[src/spw_char_pkg.sv]
`default_nettype none

package spw_char_pkg;

	// **********************************************************************
	// character fields
	// **********************************************************************

	typedef logic [8:0] n_char_t;		// bit 8 is the control flag.

	typedef logic [7:0] time_code_t;

	typedef logic [13:0] bit_sel_t;		// one-hot, bit 0 parity, bit 1 flag.

	typedef enum logic [1:0]
	{
		null_c,
		fct_c,
		time_c,
		data_c
	} char_kind_t;

	// **********************************************************************
	// control codes, flag in bit 2, sent msb first
	// **********************************************************************

	localparam logic [2:0] esc_code = 3'b111;
	localparam logic [2:0] fct_code = 3'b100;
	localparam logic [2:0] eop_code = 3'b101;
	localparam logic [2:0] eep_code = 3'b110;

	// **********************************************************************
	// character lengths in bits
	// **********************************************************************

	localparam int data_len = 10;
	localparam int eop_len  = 4;
	localparam int fct_len  = 4;
	localparam int null_len = 8;		// esc then fct.
	localparam int time_len = 14;		// esc then data char.

endpackage

`default_nettype wire

[src/spw_tx_pkg.sv]
`default_nettype none

package spw_tx_pkg;

	// **********************************************************************
	// sequencer state
	// **********************************************************************

	typedef enum logic
	{
		st_idle,
		st_char
	} seq_state_t;

	// **********************************************************************
	// transfers between the transmitter blocks
	// **********************************************************************

	// character in flight and the bit on the line this cycle.
	typedef struct packed
	{
		spw_char_pkg::char_kind_t kind;
		spw_char_pkg::n_char_t    n_char;
		spw_char_pkg::time_code_t time_code;
		spw_char_pkg::bit_sel_t   bit_sel;	// all zero when no bit is sent.
	} char_req_t;

	// one encoded bit.
	typedef struct packed
	{
		logic value;
		logic last;		// final bit of the character.
	} enc_bit_t;

endpackage

`default_nettype wire

[src/spw_tx_sequencer.sv]
`timescale 1ns/1ps
`default_nettype none

module spw_tx_sequencer
(
	input  logic                     pclk_tx,
	input  logic                     rst,
	input  logic                     enable,
	input  logic                     tx_write,
	input  spw_char_pkg::n_char_t    tx_data,
	output logic                     tx_ready,
	input  logic                     fct_req,
	input  logic                     tick_in,
	input  spw_char_pkg::time_code_t time_in,
	input  logic                     char_done,
	output spw_tx_pkg::char_req_t    char_req
);

	spw_tx_pkg::seq_state_t   state;
	spw_tx_pkg::char_req_t    next_req;
	spw_char_pkg::n_char_t    buf_q;
	spw_char_pkg::time_code_t time_q;
	logic                     buf_full;
	logic                     buf_full_nxt;
	logic                     buf_take;
	logic                     buf_free;
	logic                     data_busy;
	logic                     fct_pend;
	logic                     tick_pend;
	logic                     load;

	// buffered n-char on the line right now.
	assign data_busy = (char_req.kind == spw_char_pkg::data_c) && (char_req.bit_sel != '0);

	assign buf_take     = tx_write && tx_ready;
	assign buf_free     = char_done && data_busy;	// freed after its last bit.
	assign buf_full_nxt = buf_take || (buf_full && !buf_free);
	assign load         = (state == spw_tx_pkg::st_char) && char_done;

	// **********************************************************************
	// next character by priority
	// **********************************************************************

	always_comb
	begin
		next_req           = char_req;
		next_req.n_char    = buf_q;
		next_req.time_code = time_q;
		next_req.bit_sel   = spw_char_pkg::bit_sel_t'(1);
		if (tick_pend)
			next_req.kind = spw_char_pkg::time_c;
		else if (fct_pend)
			next_req.kind = spw_char_pkg::fct_c;
		else if (buf_full && !data_busy)
			next_req.kind = spw_char_pkg::data_c;
		else
			next_req.kind = spw_char_pkg::null_c;
	end

	// **********************************************************************
	// n-char buffer and pending requests
	// **********************************************************************

	always_ff @(posedge pclk_tx)
	begin
		if (buf_take)
			buf_q <= tx_data;
		if (tick_in)
			time_q <= time_in;		// a later tick replaces the value.
	end

	always_ff @(posedge pclk_tx)
	begin
		if (rst)
		begin
			buf_full  <= 1'b0;
			tx_ready  <= 1'b0;
			fct_pend  <= 1'b0;
			tick_pend <= 1'b0;
		end
		else
		begin
			buf_full <= buf_full_nxt;
			tx_ready <= !buf_full_nxt;
			if (load && (next_req.kind == spw_char_pkg::fct_c))
				fct_pend <= 1'b0;	// a request arriving now merges.
			else if (fct_req)
				fct_pend <= 1'b1;
			if (tick_in)
				tick_pend <= 1'b1;
			else if (load && (next_req.kind == spw_char_pkg::time_c))
				tick_pend <= 1'b0;
		end
	end

	// **********************************************************************
	// state and bit counter
	// **********************************************************************

	always_ff @(posedge pclk_tx)
	begin
		if (rst)
		begin
			state    <= spw_tx_pkg::st_idle;
			char_req <= '{kind: spw_char_pkg::null_c, n_char: '0, time_code: '0, bit_sel: '0};
		end
		else
		begin
			case (state)
				spw_tx_pkg::st_idle:
				begin
					if (enable)
					begin
						state         <= spw_tx_pkg::st_char;
						char_req.kind <= spw_char_pkg::data_c;	// empty slot ends at once.
					end
				end
				spw_tx_pkg::st_char:
				begin
					if (load)
						char_req <= next_req;
					else
						char_req.bit_sel <= char_req.bit_sel << 1;
				end
				default:
				begin
					state <= spw_tx_pkg::st_idle;
				end
			endcase
		end
	end

endmodule

`default_nettype wire

[src/spw_data_encoder.sv]
`timescale 1ns/1ps
`default_nettype none

module spw_data_encoder
(
	input  spw_tx_pkg::char_req_t char_req,
	input  logic                  parity_seed,
	output spw_tx_pkg::enc_bit_t  enc_bit
);

	logic                   flag;
	logic [2:0]             end_code;
	spw_char_pkg::bit_sel_t pattern;
	spw_char_pkg::bit_sel_t last_pos;

	assign flag = char_req.n_char[8];

	// eop on 0, eep on 1.
	assign end_code = (char_req.n_char[1:0] == 2'd1) ? spw_char_pkg::eep_code :
		spw_char_pkg::eop_code;

	// **********************************************************************
	// bit pattern indexed by bit position
	// **********************************************************************

	always_comb
	begin
		pattern    = '0;
		pattern[0] = ~(parity_seed ^ flag);	// odd parity.
		pattern[1] = flag;
		if (flag)
		begin
			pattern[2] = end_code[1];
			pattern[3] = end_code[0];
			last_pos   = spw_char_pkg::bit_sel_t'(1) << (spw_char_pkg::eop_len - 1);
		end
		else
		begin
			pattern[spw_char_pkg::data_len-1:2] = char_req.n_char[7:0];	// lsb first.
			last_pos = spw_char_pkg::bit_sel_t'(1) << (spw_char_pkg::data_len - 1);
		end
	end

	// **********************************************************************
	// selected bit
	// **********************************************************************

	always_comb
	begin
		enc_bit.value = |(pattern & char_req.bit_sel);
		if (char_req.bit_sel == '0)
			enc_bit.last = 1'b1;	// start slot, no bit sent.
		else
			enc_bit.last = |(last_pos & char_req.bit_sel);
	end

endmodule

`default_nettype wire

[src/spw_ctrl_encoder.sv]
`timescale 1ns/1ps
`default_nettype none

module spw_ctrl_encoder
(
	input  spw_tx_pkg::char_req_t char_req,
	input  logic                  parity_seed,
	output spw_tx_pkg::enc_bit_t  enc_bit
);

	logic [2:0]             lead_code;
	spw_char_pkg::bit_sel_t pattern;
	spw_char_pkg::bit_sel_t last_pos;

	// fct alone, otherwise esc leads.
	assign lead_code = (char_req.kind == spw_char_pkg::fct_c) ? spw_char_pkg::fct_code :
		spw_char_pkg::esc_code;

	// **********************************************************************
	// bit pattern indexed by bit position
	// **********************************************************************

	always_comb
	begin
		pattern    = '0;
		last_pos   = '0;
		pattern[0] = ~(parity_seed ^ lead_code[2]);
		pattern[1] = lead_code[2];
		pattern[2] = lead_code[1];
		pattern[3] = lead_code[0];
		case (char_req.kind)
			spw_char_pkg::fct_c:
			begin
				last_pos = spw_char_pkg::bit_sel_t'(1) << (spw_char_pkg::fct_len - 1);
			end
			spw_char_pkg::null_c:
			begin
				// second parity covers the esc bits.
				pattern[4] = ~(spw_char_pkg::esc_code[1] ^ spw_char_pkg::esc_code[0] ^
					spw_char_pkg::fct_code[2]);
				pattern[5] = spw_char_pkg::fct_code[2];
				pattern[6] = spw_char_pkg::fct_code[1];
				pattern[7] = spw_char_pkg::fct_code[0];
				last_pos   = spw_char_pkg::bit_sel_t'(1) << (spw_char_pkg::null_len - 1);
			end
			spw_char_pkg::time_c:
			begin
				pattern[4]    = ~(spw_char_pkg::esc_code[1] ^ spw_char_pkg::esc_code[0]);
				pattern[5]    = 1'b0;			// data flag.
				pattern[13:6] = char_req.time_code;	// lsb first.
				last_pos      = spw_char_pkg::bit_sel_t'(1) << (spw_char_pkg::time_len - 1);
			end
			default:
			begin
				pattern = '0;	// data chars go through the other encoder.
			end
		endcase
	end

	assign enc_bit.value = |(pattern & char_req.bit_sel);
	assign enc_bit.last  = |(last_pos & char_req.bit_sel);

endmodule

`default_nettype wire

[src/spw_ds_line_driver.sv]
`timescale 1ns/1ps
`default_nettype none

module spw_ds_line_driver
(
	input  logic                     pclk_tx,
	input  logic                     rst,
	input  spw_char_pkg::char_kind_t kind,
	input  spw_tx_pkg::enc_bit_t     data_bit,
	input  spw_tx_pkg::enc_bit_t     ctrl_bit,
	output logic                     parity_seed,
	output logic                     char_done,
	output logic                     d,
	output logic                     s
);

	spw_tx_pkg::enc_bit_t                      sel;
	logic [$clog2(spw_char_pkg::time_len)-1:0] pos;
	logic                                      two_part;
	logic                                      is_parity;
	logic                                      is_flag;
	logic                                      live;
	logic                                      acc;

	assign sel       = (kind == spw_char_pkg::data_c) ? data_bit : ctrl_bit;
	assign char_done = sel.last;
	assign two_part  = (kind == spw_char_pkg::null_c) || (kind == spw_char_pkg::time_c);

	// inner char of null and time-code starts at bit 4.
	assign is_parity = (pos == 'd0) || (two_part && (pos == 'd4));
	assign is_flag   = (pos == 'd1) || (two_part && (pos == 'd5));

	assign parity_seed = acc;

	always_ff @(posedge pclk_tx)
	begin
		if (rst)
		begin
			d    <= 1'b0;
			s    <= 1'b0;
			live <= 1'b0;
			pos  <= '0;
			acc  <= 1'b0;
		end
		else
		begin
			if (char_done)
				live <= 1'b1;		// first boundary out of idle.
			pos <= char_done ? '0 : pos + 1'b1;
			if (live)
			begin
				d <= sel.value;
				if (sel.value == d)
					s <= ~s;	// strobe toggles when d holds.
				if (is_flag)
					acc <= 1'b0;
				else if (!is_parity)
					acc <= acc ^ sel.value;
			end
		end
	end

endmodule

`default_nettype wire

[src/spw_tx_top.sv]
`timescale 1ns/1ps
`default_nettype none

module spw_tx_top
(
	input  logic                     pclk_tx,
	input  logic                     rst,
	input  logic                     enable,
	input  logic                     tx_write,
	input  spw_char_pkg::n_char_t    tx_data,
	output logic                     tx_ready,
	input  logic                     fct_req,
	input  logic                     tick_in,
	input  spw_char_pkg::time_code_t time_in,
	output logic                     d,
	output logic                     s
);

	spw_tx_pkg::char_req_t char_req;
	spw_tx_pkg::enc_bit_t  data_bit;
	spw_tx_pkg::enc_bit_t  ctrl_bit;
	logic                  parity_seed;
	logic                  char_done;

	spw_tx_sequencer seq_i
	(
		.pclk_tx   (pclk_tx),
		.rst       (rst),
		.enable    (enable),
		.tx_write  (tx_write),
		.tx_data   (tx_data),
		.tx_ready  (tx_ready),
		.fct_req   (fct_req),
		.tick_in   (tick_in),
		.time_in   (time_in),
		.char_done (char_done),
		.char_req  (char_req)
	);

	spw_data_encoder data_enc_i
	(
		.char_req    (char_req),
		.parity_seed (parity_seed),
		.enc_bit     (data_bit)
	);

	spw_ctrl_encoder ctrl_enc_i
	(
		.char_req    (char_req),
		.parity_seed (parity_seed),
		.enc_bit     (ctrl_bit)
	);

	spw_ds_line_driver line_i
	(
		.pclk_tx     (pclk_tx),
		.rst         (rst),
		.kind        (char_req.kind),
		.data_bit    (data_bit),
		.ctrl_bit    (ctrl_bit),
		.parity_seed (parity_seed),
		.char_done   (char_done),
		.d           (d),
		.s           (s)
	);

endmodule

`default_nettype wire

[config.mk]
export PLATFORM = sky130hd
export DESIGN_NAME = spw_tx_top
export DESIGN_NICKNAME = d
export VERILOG_FILES = /design/src/spw_char_pkg.sv /design/src/spw_tx_pkg.sv /design/src/spw_tx_sequencer.sv /design/src/spw_data_encoder.sv /design/src/spw_ctrl_encoder.sv /design/src/spw_ds_line_driver.sv /design/src/spw_tx_top.sv
export SDC_FILE = /design/constraint.sdc
export NUM_CORES = 1
export LEC_CHECK = 0
export ABC_AREA = 1
export ABC_CLOCK_PERIOD_IN_PS = 3800
export BUFFER_PORTS_ARGS = -buffer_cell sky130_fd_sc_hd__buf_2
export CELL_PAD_IN_SITES_DETAIL_PLACEMENT = 1
export CELL_PAD_IN_SITES_GLOBAL_PLACEMENT = 1
export CORE_MARGIN = 4
export CORE_UTILIZATION = 30
export CTS_CLUSTER_SIZE = 40
export DETAILED_ROUTE_END_ITERATION = 12
export GPL_TIMING_DRIVEN = 0
export PLACE_DENSITY_LB_ADDON = 0.1
export SYNTH_ARGS = -nofsm -noshare
export SYNTH_HDL_FRONTEND = slang
export SYNTH_SLANG_ARGS = --single-unit
[constraint.sdc]
create_clock -name pclk_tx -period 3.8 [get_ports pclk_tx]
set_clock_uncertainty 0.1 [all_clocks]
set_input_delay 0.57 -clock pclk_tx [delete_from_list [all_inputs] [get_ports pclk_tx]]
set_output_delay 0.57 -clock pclk_tx [all_outputs]
set_load 0.01 [all_outputs]
==> results.py <==
metrics = {
    "power": {
        "pwr-share-seq": 0.521,
        "p_leak_nw": 1.204,
        "switchingPower_w": 0.0003566,
        "p_int_w": 0.001053,
        "comb_power_share": 0.065,
        "switching_share": 0.2531,
        "pwr-share-clk": 0.414,
        "ir_drop_mv": 0.1581,
        "power_density_mw_per_mm2": 464.8,
    },
    "synthesis": {
        "netlist_instances": 311,
        "ys_seq_area_frac": 0.5543,
        "synth-edff-count": 17,
        "synth_async_sr_flop_share": 0,
        "yosysTopAreaCellShare": 0.3566,
        "ys_types": 29,
        "synth_area_leaders": "dfxtp_1, edfxtp_1, nand2_1",
        "yosys-top-cells-count": "nand2_1, dfxtp_1, a21oi_1",
        "synth_most_common_cell": "nand2_1",
        "syn_area_mm2": 0.002582,
        "ys_seq_elements": 63,
        "synth.largest_area_cell": "dfxtp_1",
        "avgSynthCellArea_um2": 8.304,
        "ys_warn_count": 0,
        "ys.flop_type": "dfxtp_1",
        "syn-num-nets": 337,
    },
    "cts": {
        "holdBufCountCts": 0,
        "postCtsSetupBuffers": 0,
        "clkSinkCount": 63,
        "cts_resized": 0,
        "path_clk_slew_ns": 0.08,
        "clock_latency_ns": 0.34,
        "tritoncts": "built",
        "cts_max_level": 3,
        "cts_made_buffers": 9,
        "clk_path_buf_depth": 2,
        "root_buffer": "clkbuf_8",
    },
    "placement": {
        "dpl.hpwl_mm": 4.600,
        "dp_slack_ns": 1.835,
        "place_congestion": 0.7551,
        "place.port_buffers": 24,
    },
    "grt": {
        "antenna_found_initial": 0,
        "track_usage": 0.1353,
        "grt.overflow.total": 0,
        "grt_pass1_vias": 2127,
        "grt_pass1_wl_mm": 10.46,
        "grt_start_max_net_pins": 13,
    },
    "floorplanning": {
        "dieArea_mm2": 0.01016,
        "core_region_area_mm2": 0.008299,
        "dieWidth_um": 100.8,
        "rows": 33,
        "initial_utilization": 0.3112,
        "die_h_um": 100.8,
        "io_pins": 26,
    },
    "worst_setup_path": {
        "cpPeakStageDelay_ns": 0.39,
        "cp-start-kind": "flop",
        "arrival_ns": 1.95,
        "cp.required_ns": 3.97,
        "critical_path_peak_fanout": 7,
        "crit_chain": "nor2_1 > and3_1 > nand2_2 > nand3_2 > nand2_1 > o21ai_0 > nand2_1 > nor2_1",
        "criticalPathCategory": "reg2reg",
        "cp_slowest_cell": "dfxtp_1",
        "setup.worst_path.end_class": "flop",
    },
    "final_layout": {
        "antennaDiodeCount": 0,
        "fillers": 1005,
        "syn2layout_area_growth_pct": 17.39,
        "drive_gt1_frac": 0.1567,
        "nets": 372,
    },
    "sta": {
        "finalCriticalPeriod_ns": 1.780,
        "fin_ws_ns": 2.020,
        "max_freq_ghz": 0.5616,
        "setup_viol": 0,
        "fin_hold_ws_ns": 0.2962,
        "slew_violations": 0,
        "rsz0062_at_grt": "false",
        "slew_headroom": 0.6031,
        "finalHoldViolations": 0,
        "tightestPinTransition_ns": 0.5954,
        "period_share": 0.4685,
        "finalSetupTns_ns": 0,
    },
    "route": {
        "ant_nets": 0,
        "drt-total-wl_mm": 6.214,
        "drc": 0,
        "dr_total_vias": 2075,
        "dr.pass1.iters": 4,
        "routedWlPerCell_um": 13.63,
        "via_per_inst": 4.550,
        "drtIter0Drc": 84,
    },
    "outcome": {
        "status": "finished, final reports clean",
    },
    "min_path": {
        "min_path_type": "in2reg",
    },
    "flow_run": {
        "drv_cap": 0,
    },
}
==> layout make-up <==
class                   instances  area [um2]  share of cell area
flip-flops and latches         63        1431              0.4721
multi-input cells             208       978.4              0.3227
well taps                     105       131.4             0.04333
clock buffers                   9       123.9             0.04086
repair buffers                 24       120.1             0.03962
inverters                      31       118.9             0.03921
clock inverters                 7       73.82             0.02435
plain buffers                   9       53.80             0.01775
==> final timing paths <==
path	startpoint	to	slack [ns]	cells past startpoint
setup / recovery	seq_i.char_req[3]	seq_i.tx_ready	2.02	8
hold / removal	tx_data[6]	seq_i.buf_q[6]	0.30	1
setup reg to reg	seq_i.char_req[3]	seq_i.tx_ready	2.02	8
hold reg to reg	seq_i.char_req[28]	seq_i.char_req[28]	0.37	2
==> metal layers <==
metal | routed length, um | track usage
met1 | 3075 | 0.1770
met2 | 2827 | 0.2101
met3 | 180 | 0.03322
met4 | 131 | 0.06218
met5 | 0 | 0
==> kinds of logic after synthesis <==
family	after synthesis	synth area share
buffers and inverters	40	0.06685
adders and majority gates	3	0.01454
DFF	63	0.5543
xor gates and xnor gates	2	0.006784
and+or+nand+nor	150	0.2427
AOI/OAI and AO/OA	53	0.1148
==> power by group through the flow <==
stage	Combinational (W)	Sequential [W]	Clock [W]
2_1_floorplan	0.0000583	0.000745	0
3_3_place_gp	0.0000915	0.000749	0
3_5_place_dp	0.0000932	0.000750	0
4_1_cts	0.0000934	0.000735	0.000601
5_1_grt	0.000105	0.000738	0.000636
6_report	0.0000910	0.000735	0.000584
==> placed cells by master, fill, tap and decap left out, types with 2 or more instances in the layout <==
cell and n:
a21oi_1 39, buf_2 25, buf_6 2, clkbuf_1 4, clkbuf_8 9, clkinv_2 2, clkinv_4 3, dfxtp_1 46
edfxtp_1 17, ha_1 3, inv_1 28, nand2_1 91, nand2_2 3, nand3_1 11, nand3_2 3, nand4_1 3
nor2_1 37, o21ai_0 8, o21ai_1 2
==> worst max-delay path: cells and delay by family, from the launching register on <==
kind	cells	cell delay [ns]
AOI/OAI and AO/OA	1	0.30
DFF	1	0.39
and+or+nand+nor	7	0.91
==> state kept, by name, indices dropped and copies added (netlist names) <==
register            cells
line_i.d                1
seq_i.fct_pend          1
line_i.parity_seed      1
line_i.pos              4
seq_i.state             1
seq_i.tick_pend         1
seq_i.tx_ready          1
line_i.live             1
seq_i.char_req         33
seq_i.time_q            8
seq_i.buf_full          1
seq_i.buf_q             9
line_i.s                1
==> through the flow <==
stage,power (W),util,cell area [um2],instances
after global routing,0.001479,0.3653,3032,456
after floorplan,0.0008038,-,2582,311
after CTS,0.001429,0.3653,3032,456
after global placement,0.0008408,0.3415,2834,440
final,0.001409,0.3653,3032,456
after detailed placement,0.0008434,0.3415,2834,440
Power figures use the tool's default switching activity.
